[src/axi_defs_pkg.sv]
/* AXI field widths and codes */
package axi_defs_pkg;

	// channel field widths
	localparam int addr_w  = 32;
	localparam int data_w  = 32;
	localparam int strb_w  = 4;  // one bit per data byte
	localparam int id_w    = 4;
	localparam int len_w   = 8;  // beats minus one
	localparam int size_w  = 3;  // log2 of bytes per beat
	localparam int burst_w = 2;
	localparam int resp_w  = 2;

	// burst types, WRAP and reserved are not served
	localparam logic [burst_w-1:0] burst_fixed = 2'd0;
	localparam logic [burst_w-1:0] burst_incr  = 2'd1;

	localparam logic [resp_w-1:0] resp_okay = 2'd0;  // only response ever sent

	// address queue sizing
	localparam int queue_depth = 4;
	localparam int queue_ptr_w = 2;

endpackage

[src/axi_read_engine.sv]
`timescale 1ns/1ps
/* read burst engine */
module axi_read_engine (
	input  logic                               clock,
	input  logic                               reset,
	input  logic                               head_valid,
	input  logic [axi_defs_pkg::addr_w-1:0]    head_addr,
	input  logic [axi_defs_pkg::id_w-1:0]      head_id,
	input  logic [axi_defs_pkg::len_w-1:0]     head_len,
	input  logic [axi_defs_pkg::size_w-1:0]    head_size,
	input  logic [axi_defs_pkg::burst_w-1:0]   head_burst,
	output logic                               pop,
	output logic                               rd_req,
	output logic [axi_defs_pkg::addr_w-1:0]    rd_addr,
	input  logic                               rd_gnt,
	input  logic [axi_defs_pkg::data_w-1:0]    rd_data,
	output logic [axi_defs_pkg::data_w-1:0]    rdata,
	output logic [axi_defs_pkg::id_w-1:0]      rid,
	output logic [axi_defs_pkg::resp_w-1:0]    rresp,
	output logic                               rlast,
	output logic                               rvalid,
	input  logic                               rready
);
	import axi_defs_pkg::*;

	typedef enum logic [1:0] {st_req, st_wait, st_show} state_t;

	state_t           state;
	logic [len_w-1:0] beat;  // beats already handed out
	logic             supported;
	logic             last_beat;
	logic             skip;

	assign supported = (head_burst == burst_fixed) || (head_burst == burst_incr);
	assign skip      = (state == st_req) && head_valid && !supported;  // WRAP etc read zero

	// FIXED stays on the start address, INCR steps by the beat size
	assign rd_addr = (head_burst == burst_incr) ?
		head_addr + ({{(addr_w-len_w){1'b0}}, beat} << head_size) : head_addr;
	assign rd_req  = (state == st_req) && head_valid && supported;

	assign last_beat = (beat == head_len);
	assign rvalid    = (state == st_show);
	assign rlast     = rvalid && last_beat;
	assign rid       = head_id;  // head stays put until the last beat pops it
	assign rresp     = resp_okay;
	assign pop       = rvalid && rready && last_beat;

	always_ff @(posedge clock) begin
		if (reset) begin
			state <= st_req;
			beat  <= '0;
		end else begin
			case (state)
				st_req: begin
					if (skip)
						state <= st_show;
					else if (rd_gnt)
						state <= st_wait;  // store answers next cycle
				end
				st_wait: state <= st_show;
				st_show: begin
					if (rready) begin
						state <= st_req;
						beat  <= last_beat ? '0 : beat + 1'b1;
					end
				end
				default: state <= st_req;
			endcase
		end
	end

	// data held steady while the master stalls
	always_ff @(posedge clock) begin
		if (state == st_wait)
			rdata <= rd_data;
		else if (skip)
			rdata <= '0;
	end

endmodule

[config.mk]
export PLATFORM = sky130hd
export DESIGN_NAME = axi_read_engine
export DESIGN_NICKNAME = d
export VERILOG_FILES = /design/src/axi_defs_pkg.sv /design/src/axi_read_engine.sv
export SDC_FILE = /design/constraint.sdc
export NUM_CORES = 1
export LEC_CHECK = 0
export ABC_CLOCK_PERIOD_IN_PS = 11100
export BUFFER_PORTS_ARGS = -buffer_cell sky130_fd_sc_hd__buf_4
export CAP_MARGIN = 40
export CORE_MARGIN = 8
export CORE_UTILIZATION = 53
export CTS_BUF_LIST = sky130_fd_sc_hd__clkbuf_4 sky130_fd_sc_hd__clkbuf_8
export DETAILED_ROUTE_END_ITERATION = 16
export GPL_TIMING_DRIVEN = 0
export PLACE_DENSITY = 0.89
export SKIP_CTS_REPAIR_TIMING = 1
export SLEW_MARGIN = 5
export SYNTH_ARGS = -nofsm -noshare
export SYNTH_HDL_FRONTEND = slang
export SYNTH_SLANG_ARGS = --single-unit
[constraint.sdc]
create_clock -name clock -period 11.1 [get_ports clock]
set_clock_uncertainty 0.1 [all_clocks]
set_input_delay 2.775 -clock clock [delete_from_list [all_inputs] [get_ports clock]]
set_output_delay 2.775 -clock clock [all_outputs]
set_load 0.1 [all_outputs]
* Word level (Yosys, flattened, before mapping)
Cells that the tools add are included.
Storage, ports and cells: bits in registers 42, bits of input ports 86, output and inout port bits 74, word-level logic and storage cells 33
Cells by class: add/subtract/negate cells 2, equal/unequal tests 6, shifts and indexed selects 1, muxes and demuxes 8, reduce and logical (&&, ||, !) cells 13
Operator list (number):
- 32-bit 2-to-1 mux | 3
- 32-bit adder | 1
- 8-bit by 3-bit left shift with 32-bit output | 1
- 8-bit by 1-bit adder with 8-bit output (second input constant) | 1
- 8-bit == test | 1
- 8-bit 2-to-1 mux | 1
- 1-bit logical AND | 6
- 2-bit 2-to-1 mux | 3
- 2-bit case mux with 3 select lines | 1
- 2-bit by 1-bit == test with 1-bit output (second input constant) | 2
- 2-bit logical NOT | 2
- 2-bit AND reduction | 2
- 3-bit != test (second input constant) | 1
- 2-bit == test (second input constant) | 1
- 2-bit by 1-bit != test with 1-bit output (second input constant) | 1
- 2-bit nonzero test | 1
- 1-bit logical NOT | 1
- 1-bit logical OR | 1

* Depth between registers and ports, before layout
Gate-level depths: netlist of the first run.
word-level depth 6, mapped depth 12

* Worst setup path before layout of the first run
No wires, ideal clock.
kind input -> output, start point input port head_size[1] (netlist bit), end point output port rd_addr[12] (netlist bit), arrival 7.049 ns, data required time 8.225 ns, setup slack 1.176 ns, cell stages on the path 9, buffers on the path 1, cell sequence clkbuf_1 > mux2i_1 > mux2_2 > o22ai_1 > ha_1 > a21o_1 > a221oi_4 > o221ai_1 > o31ai_1
Between the ends: cells in the longest elaborated chain, start to end 3
RTL lines:
- start, declared | line axi_read_engine.sv:10 | input logic [axi_defs_pkg::size_w-1:0] head_size,
- 8-bit by 3-bit left shift with 32-bit output | line axi_read_engine.sv:39 | head_addr + ({{(addr_w-len_w){1'b0}}, beat} << head_size) : head_addr;
- 32-bit adder | line axi_read_engine.sv:39
- 32-bit 2-to-1 mux | line axi_read_engine.sv:38 | assign rd_addr = (head_burst == burst_incr) ?
- end, declared | line axi_read_engine.sv:14 | output logic [axi_defs_pkg::addr_w-1:0] rd_addr,
Every way passes these cells.

* Worst setup path after layout of the first run
start point input port head_size[1] (netlist bit), end point output port rd_addr[16] (netlist bit)
Same word-level chain as after synthesis.

==> metrics, run 1 <==
outcome=completed; layout cells sized above 1=0.3473; global router's overall resource usage=0.2195; P_sw=between 0.0002 and 0.00025 W; Max Freq=112.1 MHz; Post-DP HPWL=about 8700 um; Hold EP=state[0]$_SDFFE_PP0P_; Routed WL=~11000 um; Nets=about 650; Synth Area in Compound Gates=0.1426; I/O pins=160; adder-cell share of the synthesized area=0.06405; sw frac=0.4492; Core Footprint=about 6300 um^2; Post-Syn Area=approximately 3400 um^2; Cells after Synth=385; main combinational cell family by area after synthesis=simple AND/OR/NAND/NOR gates; commonest non-fill, non-tap cell in the layout=buf_4; yosys warns=0; # rows=29; first-pass GRT wire length=approximately 17000 um; Die Wd=between 90 and 100 um; CP Data Arrival Time=between 6 and 7 ns; endpoint class of the critical path=output pin; pre-CTS setup slack=approximately 2.3 ns; part of the cycle the worst path needs=0.8040; Finished Core Util=0.7570; slowest CP cell=a221oi_4; Initial Util=0.5446; Lkg Pwr=2.154 nW; prevailing post-synth register cell=edfxtp_1; most frequent CP cell=buf_4; GR Overflow Total=0; sequential share of the synthesized area=0.3377; EDFF count, synth=32; pin count of the biggest net entering global routing=34; Synth-to-Final Area Change=39.01%; CP Launch Type=primary input; final-report setup violation count=0; Tmin final=8.924 ns; critical path peak fanout=10; drt first pass iters=5; Netlist cell types=60; Gate power share=0.458; clk_lat worst skew=~0.29 ns; Final GP Congestion=roughly 0.91; setup TNS=0 ns; # diodes=0; Synth Register Bits=42; RSZ-0062 raised after global routing=no; Max Root-Sink Buffers=2; WS Path Type=in -> out; max cap viols=0; commonest non-fill, non-tap cells in the layout=buf_4 (159), nand2_1 (48), and2_1 (36); Seq. cell area=approximately 1200 um^2; multi-input combinational cell area=roughly 2200 um^2; initial antenna violation count=0; Reg clk slew, reported paths=0.08 ns; power per cell area=about 110 nW/um^2; Reg power frac=0.358; slowest cell delay on critical path=roughly 0.40 ns; die area=a little over 9000 um^2; worst hold path stage count=2; Clk network pwr share=0.184; Max Slew Vio Count=0; post-synthesis xor/xnor area fraction=0.1019; maximum vdd drop=between 0.1 and 0.15 mV; setup ws final=~2.2 ns; Pint=roughly 0.00028 W; PortBufs=~150; mux cell area share after synthesis=0.03967; worst hold path class=reg -> reg; Max-slew headroom=0.4105; filler instances=456; Post-Synth Simple-Gate Area=0.2744; Slew @ Worst Pin=between 0.8 and 0.9 ns; Synth Area per Inst=8.931 um^2; number of global-route vias before repair=about 3.5k; TritonCTS clock tree=done; CTS root buf=clkbuf_8; worst reg2reg setup slack=roughly 9.0 ns; Die Height=a little under 100 um; Buf/Inv on CP=3; Post-synth ARST share=0; WP data required=~8.2 ns; post-DR wirelength/cell=approximately 17 um; min-delay src=state[0]$_SDFFE_PP0P_; crit-path leading delay family=compound AO/OA/AOI/OAI gates; final hold violations=0; Num CTS Buffers=5; antenna-violating nets left=0; cells on worst reg2reg path=8; number of vias per cell=5.438; total number of vias=~3.4k; r2r endpoint=beat[7]$_SDFFE_PP0P_; starting DRC count in detailed routing=between 100 and 150; CP cell instances=buf_4 -> clkbuf_1 -> mux2i_1 -> mux2_2 -> o22ai_1 -> ha_1 -> and3_1 -> a221oi_4 -> o221ai_1 -> a31oi_1 -> nor2_1 -> xor2_1 -> buf_4; TritonCTS Sinks=42; Worst R2R Start=beat[1]$_SDFFE_PP0P_; H-tree depth=2; DRC violations left=0
[stage by stage]
step / hold WS (ns) / total power [W] / instances / instance area, um^2
after floorplan: 0.4527 / 0.0003557 / 386 / 3442
after global routing: 0.5624 / 0.0005280 / 624 / 4780
after CTS: 0.5150 / 0.0005125 / 624 / 4780
after detailed placement: 0.5033 / 0.0004202 / 616 / 4695
after global placement: 0.4825 / 0.0004167 / 616 / 4687
final: 0.5072 / 0.0005109 / 624 / 4780
[tightest hold or removal path: stages (launching register included)]
cell and delay (ns):
dfxtp_1 0.40, or4b_2 0.14, a21oi_1 0.03
[cells in the mapped netlist (2+ instances only)]
cell type | instances | share of area
dfxtp_1 | 10 | 0.058
and3_1 | 6 | 0.011
nor2b_1 | 6 | 0.011
edfxtp_1 | 32 | 0.28
and2_1 | 36 | 0.066
nor4_1 | 2 | 0.0036
and3_4 | 2 | 0.0065
mux2_2 | 5 | 0.016
inv_1 | 5 | 0.0055
a21oi_1 | 18 | 0.026
nor2_1 | 29 | 0.032
nand2_1 | 48 | 0.052
o21a_1 | 5 | 0.011
o2111ai_1 | 3 | 0.0076
a31oi_1 | 4 | 0.0073
o21ai_0 | 15 | 0.022
nor3_1 | 10 | 0.015
o211ai_1 | 2 | 0.0044
clkbuf_1 | 14 | 0.015
xor2_1 | 27 | 0.069
nor4_2 | 2 | 0.0073
o22ai_1 | 5 | 0.0091
nand4_1 | 4 | 0.0073
nand2b_1 | 4 | 0.0073
ha_1 | 16 | 0.058
buf_4 | 6 | 0.013
mux2i_1 | 8 | 0.023
a21o_1 | 4 | 0.0087
nand3_1 | 12 | 0.017
xnor2_1 | 13 | 0.033
o31ai_1 | 3 | 0.0065
[power by group through the flow]
| stage | clock network [W] | logic, W | registers [W] |
|---|---|---|---|
| finish | 0.0000942 | 0.000234 | 0.000183 |
| global route | 0.000101 | 0.000244 | 0.000183 |
| floorplan | 0 | 0.000114 | 0.000242 |
| CTS | 0.0000950 | 0.000235 | 0.000183 |
| global placement | 0 | 0.000231 | 0.000186 |
| detailed placement | 0 | 0.000234 | 0.000186 |
[cells by family after synthesis]
| kind of cell | after synthesis |
|---|---|
| XOR/XNOR | 40 |
| other | 1 |
| adder cells (fa/ha/maj) | 17 |
| AND/OR/NAND/NOR | 174 |
| AO/OA/AOI/OAI | 71 |
| buffers and inverters | 27 |
| multiplexers | 13 |
| flip-flops | 42 |
[layer usage]
metal	share of wire	vias to the layer above	global-route usage	wire, um
li1	-	1679	-	-
met1	0.40	1574	0.2450	4175
met2	0.51	129	0.4030	5404
met3	0.082	11	0.05951	861
met4	0.012	0	0.05044	122
met5	0	-	0	0
[layout make-up]
class,instances,share of cell area
Multi-Input combinational cell,317,0.4510
Sequential cell,42,0.2429
Timing Repair Buffer,153,0.2403
Buffer,22,0.02382
Tap cell,77,0.02016
Clock buffer,5,0.01440
Inverter,5,0.003927
Clock inverter,3,0.003403
[state kept, by name, indices dropped and copies added (netlist names)]
register and count:
rdata 32, state 2, beat 8
[worst max path at each step]
| stage | startpoint | cells after the start | to |
|---|---|---|---|
| floorplan | head_size[1] | 9 | rd_addr[12] |
| global placement | head_size[1] | 13 | rd_addr[22] |
| finish | head_size[1] | 13 | rd_addr[16] |
| detailed placement | head_size[1] | 13 | rd_addr[16] |
| global route | head_size[1] | 14 | rd_addr[29] |
| CTS | head_size[1] | 13 | rd_addr[16] |
No activity file was read; power rests on OpenSTA's default activity.
==> run 2, diff against run 1 <==
--- a/config.mk
+++ b/config.mk
@@ -5,15 +5,16 @@
 export SDC_FILE = /design/constraint.sdc
 export NUM_CORES = 1
 export LEC_CHECK = 0
-export ABC_CLOCK_PERIOD_IN_PS = 11100
+export ABC_AREA = 1
+export ABC_CLOCK_PERIOD_IN_PS = 8300
 export BUFFER_PORTS_ARGS = -buffer_cell sky130_fd_sc_hd__buf_4
 export CAP_MARGIN = 40
 export CORE_MARGIN = 8
-export CORE_UTILIZATION = 53
+export CORE_UTILIZATION = 51
 export CTS_BUF_LIST = sky130_fd_sc_hd__clkbuf_4 sky130_fd_sc_hd__clkbuf_8
 export DETAILED_ROUTE_END_ITERATION = 16
 export GPL_TIMING_DRIVEN = 0
-export PLACE_DENSITY = 0.89
+export PLACE_DENSITY = 0.83
 export SKIP_CTS_REPAIR_TIMING = 1
 export SLEW_MARGIN = 5
 export SYNTH_ARGS = -nofsm -noshare
==> constraint.sdc (replaced) <==
create_clock -name clock -period 8.3 [get_ports clock]
set_clock_uncertainty 0.1 [all_clocks]
set_input_delay 2.075 -clock clock [delete_from_list [all_inputs] [get_ports clock]]
set_output_delay 2.075 -clock clock [all_outputs]
set_load 0.1 [all_outputs]
==> run 2 against run 1 <==
- worst setup slack worse by 0.61 ns
- sequential share of layout area down 3.0 points
- global-route usage down 0.19 points
- critical path type unchanged
- largest cell class unchanged
==> metrics, run 2 <==
Seq. cell area=1161 um^2 (unchanged); power per cell area=140.6 nW/um^2 (+32%); commonest non-fill, non-tap cells in the layout=nand2_1 (219), buf_4 (159), inv_1 (116); Synth Area per Inst=6.191 um^2 (-31%); Max Root-Sink Buffers=2 (unchanged); Die Wd=105.4 um (+9.2%); number of vias per cell=4.850 (-11%); max cap viols=0 (unchanged); sw frac=0.4806 (+0.03140); pin count of the biggest net entering global routing=22 (-35%); P_sw=0.0003692 W (+61%); filler instances=666 (+46%); Pint=0.0003991 W (+42%); final-report setup violation count=0 (unchanged); most frequent CP cell=nand2_1; H-tree depth=2 (unchanged); Core Footprint=7727 um^2 (+22%); max reg flops=32 (unchanged); min-delay src=beat[1]$_SDFFE_PP0P_; multi-input combinational cell area=2384 um^2 (+11%); Num CTS Buffers=5 (unchanged); CP cell instances=buf_4 -> inv_1 -> o21ai_0 -> inv_1 -> nand2_1 -> o21ai_0 -> mux2i_1 -> ha_1 -> nand2_1 -> nand2_1 -> nand2_1 -> nand2_1 -> inv_1 -> nand3_1 -> or2_2 -> nand3_1 -> nand2_1 -> buf_4; Synth top area share=0.2355 (-0.04397); placed insts=916 (+49%); Reg power frac=0.323 (-0.035); most instantiated cells after synthesis=nand2_1 (219), inv_1 (116), nor2_1 (80), nand3_1 (37), edfxtp_1 (32); DR WL met2=6225 um (+15%); EDFF count, synth=32 (unchanged); die area=11120 um^2 (+19%); WP data required=6.12 ns (-2.11 ns); CTS root buf=clkbuf_8; I/O pins=160 (unchanged); final hold violations=0 (unchanged); Hold EP=beat[1]$_SDFFE_PP0P_; sequential share of the synthesized area=0.2846 (-0.05312); number of global-route vias before repair=4468 (+27%); met3 wire len=1151 um (+34%); CP Data Arrival Time=4.56 ns (-1.49 ns); Routed WL=12540 um (+19%); clk_lat worst skew=0.29 ns (about the same); worst hold path stage count=2 (unchanged); prevailing post-synth register cell=edfxtp_1; Largest Register=rdata; Worst R2R Start=state[0]$_SDFFE_PP0P_; most frequent cell after synthesis=nand2_1; Final GP Congestion=0.9399 (+3.4%); slowest CP cell=ha_1; worst hold path class=reg -> reg; total number of vias=4481 (+32%); Nets=924 (+42%); # rows=32 (+10%); setup TNS=0 ns (unchanged); TritonCTS Sinks=42 (unchanged); Post-Syn Area=4080 um^2 (+19%); # diodes=0 (unchanged); Post-synth ARST share=0 (unchanged); Gate power share=0.502 (+0.044); Tmin final=~6.7 ns; r2r endpoint=rdata[19]$_SDFFCE_PN0P_; outcome=completed; CP Launch Type=primary input; cells on worst reg2reg path=5 (-3); part of the cycle the worst path needs=0.8110; fin cells=924 (+48%); Max-slew headroom=0.4125 (+0.002023); Die Height=105.4 um (+9.2%); antenna-violating nets left=0 (unchanged); worst reg2reg setup slack=6.16 ns (-2.84 ns); Synth-to-Final Area Change=33.95%; Reg clk slew, reported paths=0.08 ns (about the same); commonest non-fill, non-tap cell in the layout=nand2_1; Lkg Pwr=2.949 nW (+37%); Slew @ Worst Pin=0.8790 ns (-0.003070 ns); GR Overflow Total=0 (unchanged); PortBufs=153 (unchanged); maximum vdd drop=0.1589 mV (+52%); Initial Util=0.5280 (-0.01658); drt first pass iters=4 (-1); Max Freq=roughly 150 MHz; Largest regs=rdata (32), beat (8), state (2); layout cells sized above 1=0.2470 (-0.1004); WS Path Type=in -> out; TritonCTS clock tree=done; Synth Register Bits=42 (unchanged); dominant cells by area after synthesis=edfxtp_1 (24%), nand2_1 (20%), inv_1 (11%); yosys warns=0 (unchanged); Netlist cell types=34 (-43%); DR top layer=met4; Cells after Synth=659 (+71%); post-synth top area cell=edfxtp_1; RSZ-0062 raised after global routing=no; endpoint class of the critical path=output pin; Clk network pwr share=0.175 (-0.009); M1 wire length=4944 um (+18%); slowest cell delay on critical path=0.32 ns (-0.08 ns); first-pass GRT wire length=20360 um (+23%); DRC violations left=0 (unchanged); global router's overall resource usage=0.2176 (-0.001893); starting DRC count in detailed routing=207 (+50%); post-DR wirelength/cell=13.57 um (-20%); critical path peak fanout=7 (-3); initial antenna violation count=0 (unchanged); Post-DP HPWL=10710 um (+23%); Max Slew Vio Count=0 (unchanged)
-- run 2: changes by cell type after synthesis, sizes merged, moves of 6 or more --
cell / previous run / this run
nand3b: 1 / 9
nor2: 29 / 87
nand3: 12 / 43
a21oi: 19 / 11
xor2: 27 / 5
nand2: 48 / 233
o21ai: 17 / 28
and3: 9 / 0
and2: 37 / 2
nor2b: 6 / 0
inv: 5 / 118
-- run 2: per-layer routing --
layer	global-route usage	vias to the layer above
met2	0.3889	163
li1	-	2357
met5	0	-
met3	0.06943	17
met4	0.05607	0
met1	0.2429	1944
-- run 2: worst max-delay path by stage --
stage | startpoint | to | slack (ns) | cells past startpoint
floorplan | head_size[2] | rd_addr[6] | 0.46 | 10
CTS | head_size[0] | rd_addr[10] | 1.58 | 18
global placement | head_size[0] | rd_addr[26] | 1.64 | 16
global route | head_size[0] | rd_addr[24] | 1.25 | 18
detailed placement | head_size[0] | rd_addr[10] | 1.59 | 18
finish | head_size[0] | rd_addr[10] | 1.57 | 18
-- run 2: cell type report --
cell class | instances | share of cell area
clock inverters | 2 | 0.002518
repair buffers | 154 | 0.2129
flip-flops and latches | 42 | 0.2125
clock buffers | 6 | 0.01397
well taps | 102 | 0.02335
inverters | 120 | 0.08242
multi-input cells | 481 | 0.4361
plain buffers | 17 | 0.01625
-- run 2: logic make-up (layout without fill, tap and decap cells) --
family | Yosys count | in the layout | share of synthesized area
muxes | 4 | 4 | 0.009813
AOI/OAI and AO/OA | 41 | 41 | 0.05305
DFF | 42 | 42 | 0.2846
and+or+nand+nor | 399 | 399 | 0.4269
buffers and inverters | 137 | 299 | 0.1322
adders and majority gates | 17 | 17 | 0.05397
other | 1 | 2 | 0.0009191
xor gates and xnor gates | 18 | 18 | 0.03864
-- run 2: per-stage QoR --
step           worst slack, ns  utilization   power, W  instance area (um^2)  hold WS (ns)
6_report                 1.568       0.7073  0.0007683                  5465        0.4620
3_5_place_dp             1.593       0.6956  0.0006391                  5375        0.4490
4_1_cts                  1.579       0.7073  0.0007720                  5465        0.4616
5_1_grt                  1.254       0.7073  0.0008015                  5465        0.5000
2_1_floorplan           0.4604            -  0.0005344                  4084        0.3989
3_3_place_gp             1.636       0.6937  0.0006331                  5360        0.4373
-- run 2: power by group through the flow --
stage | logic [W] | clock network (W) | registers [W]
after floorplan | 0.000192 | 0 | 0.000342
after global placement | 0.000381 | 0 | 0.000252
after detailed placement | 0.000387 | 0 | 0.000253
after CTS | 0.000387 | 0.000137 | 0.000248
after global routing | 0.000408 | 0.000144 | 0.000249
final | 0.000386 | 0.000135 | 0.000248
-- run 2: critical path, delay by kind of cell --
kind | cells | cell delay (ns)
muxes | 1 | 0.20
and+or+nand+nor | 9 | 0.94
adders and majority gates | 1 | 0.32
buffers and inverters | 5 | 0.60
AOI/OAI and AO/OA | 2 | 0.41
==> run 3, diff against run 2 <==
--- a/config.mk
+++ b/config.mk
@@ -6,7 +6,7 @@
 export NUM_CORES = 1
 export LEC_CHECK = 0
 export ABC_AREA = 1
-export ABC_CLOCK_PERIOD_IN_PS = 8300
+export ABC_CLOCK_PERIOD_IN_PS = 6800
 export BUFFER_PORTS_ARGS = -buffer_cell sky130_fd_sc_hd__buf_4
 export CAP_MARGIN = 40
 export CORE_MARGIN = 8
==> constraint.sdc (replaced) <==
create_clock -name clock -period 6.8 [get_ports clock]
set_clock_uncertainty 0.1 [all_clocks]
set_input_delay 1.7 -clock clock [delete_from_list [all_inputs] [get_ports clock]]
set_output_delay 1.7 -clock clock [all_outputs]
set_load 0.1 [all_outputs]
==> run 3 against run 2 <==
- first-iteration DRC count down 11%
- wire length up 0.15%
- sequential share of layout area about the same
- cell area up 0.23%
- critical path type unchanged
- hold slack better by 0.017 ns
==> metrics, run 3 (synthesis results as in run 2) <==
Synth-to-Final Area Change=34.25%; Finished Core Util=0.7089 (+0.001619); starting DRC count in detailed routing=185 (-11%); number of vias per cell=4.918 (+1.4%); endpoint class of the critical path=output pin; pin count of the biggest net entering global routing=22 (unchanged); antenna-violating nets left=0 (unchanged); final hold violations=0 (unchanged); CP cell instances=buf_4 -> buf_2 -> o21ai_0 -> o21ai_0 -> o21ai_0 -> ha_1 -> nand2_2 -> inv_1 -> a21oi_1 -> nand2_2 -> nand2_1 -> nand2_2 -> nand2_2 -> xor2_1 -> buf_4; max reg flops=32 (unchanged); outcome=completed; # diodes=0 (unchanged); first-pass GRT wire length=20510 um (+0.74%); RSZ-0062 raised after global routing=no; final-report setup violation count=0 (unchanged); max cap viols=0 (unchanged); Largest Register=rdata; power per cell area=170.9 nW/um^2 (+22%); setup TNS=0 ns (unchanged); Slew @ Worst Pin=0.6449 ns (-0.2342 ns); drt first pass iters=5 (+1); maximum vdd drop=0.2238 mV (+41%); Tmin final=around 6.1 ns; Routed WL=12560 um (+0.15%); Nets=924 (unchanged); CP Data Arrival Time=4.29 ns (-0.27 ns); total number of vias=4544 (+1.4%); cells on worst reg2reg path=5 (unchanged); Core Footprint=7727 um^2 (unchanged); Reg clk slew, reported paths=0.08 ns (about the same); commonest non-fill, non-tap cell in the layout=nand2_1; TritonCTS clock tree=done; # rows=32 (unchanged); number of global-route vias before repair=4537 (+1.5%); Largest regs=rdata (32), beat (8), state (2); I/O pins=160 (unchanged); worst hold path stage count=2 (unchanged); PortBufs=153 (unchanged); WS Path Type=in -> out; Num CTS Buffers=5 (unchanged); Final GP Congestion=0.9131 (-2.9%); TritonCTS Sinks=42 (unchanged); initial antenna violation count=0 (unchanged); min-delay src=beat[7]$_SDFFE_PP0P_; CP Launch Type=primary input; Initial Util=0.5280 (unchanged); Worst R2R Start=state[0]$_SDFFE_PP0P_; Max Root-Sink Buffers=2 (unchanged); CTS root buf=clkbuf_8; H-tree depth=2 (unchanged); placed cell areas=5388 um^2 (+0.23%); Die Wd=105.4 um (unchanged); worst reg2reg setup slack=4.79 ns (-1.37 ns); WHS=0.4786 ns (+0.01659 ns); Lkg Pwr=2.949 nW (about the same); Max Freq=~160 MHz; Max Slew Vio Count=0 (unchanged); commonest non-fill, non-tap cells in the layout=nand2_1 (219), buf_4 (159), inv_1 (116); slowest cell delay on critical path=0.36 ns (+0.04 ns); slowest CP cell=ha_1; Post-DP HPWL=10760 um (+0.41%); critical path peak fanout=10 (+3); global router's overall resource usage=0.2208 (+0.003232); Max-slew headroom=0.5690 (+0.1565); clk_lat worst skew=0.29 ns (about the same); Die Height=105.4 um (unchanged); post-DR wirelength/cell=13.59 um (+0.15%); die area=11120 um^2 (unchanged); DRC violations left=0 (unchanged); WP data required=5.00 ns (-1.12 ns); part of the cycle the worst path needs=0.8960; r2r endpoint=rdata[17]$_SDFFCE_PN0P_; layout cells sized above 1=0.2470 (unchanged); most frequent CP cell=nand2_2; Final Instance Area=5478 um^2 (+0.23%); Power, Total=0.0009362 W (+22%); worst hold path class=reg -> reg; Hold EP=beat[7]$_SDFFE_PP0P_; GR Overflow Total=0 (unchanged)
run 3: cell count changes in the layout (fill, tap and decap cells not counted), sizes merged:
cell	change
clkbuf	-1
clkinvlp	+1
run 3: cell type report:
class | count | area [um^2]
Clock inverter | 3 | 21.27
Timing Repair Buffer | 154 | 1176
Sequential cell | 42 | 1161
Inverter | 120 | 450.4
Clock buffer | 5 | 68.82
Buffer | 17 | 88.84
Multi-Input combinational cell | 481 | 2384
Tap cell | 102 | 127.6
Fill cell | 658 | 2250
run 3: worst max path at each step:
stage          cells after the start         start          end
3_5_place_dp                      15  head_size[0]  rd_addr[15]
2_1_floorplan                     14  head_size[0]  rd_addr[15]
4_1_cts                           15  head_size[0]  rd_addr[15]
3_3_place_gp                      16  head_size[0]  rd_addr[26]
6_report                          15  head_size[0]  rd_addr[15]
5_1_grt                           16  head_size[0]  rd_addr[18]
run 3: where the power goes:
part | leakage [nW] | internal [W] | switching [W] | total, W
Clock | 0.0441 | 0.0000721 | 0.0000874 | 0.000159
Sequential | 0.393 | 0.000296 | 0.00000600 | 0.000302
Combinational | 2.51 | 0.000116 | 0.000358 | 0.000475
Total | 2.95 | 0.000485 | 0.000452 | 0.000936
run 3: critical path, delay by kind of cell:
kind            cells  cell delay, ns
xor+xnor            1            0.15
buf+inv             4            0.65
simple gates        5            0.50
compound gates      4            0.92
fa+ha+maj           1            0.36
run 3: layer usage:
layer,GRT usage,up-vias,routed length [um],part of all wire
li1,-,2359,-,-
met1,0.2273,1998,4724,0.38
met2,0.4137,169,6277,0.50
met3,0.07795,18,1346,0.11
met4,0.05505,0,208,0.017
met5,0,-,0,0
run 3: metrics by stage:
stage | setup slack [ns] | cells
detailed placement | 0.7780 | 916
floorplan | 0.3178 | 660
global placement | 0.8769 | 915
finish | 0.7072 | 924
CTS | 0.7822 | 924
global route | 0.5187 | 924
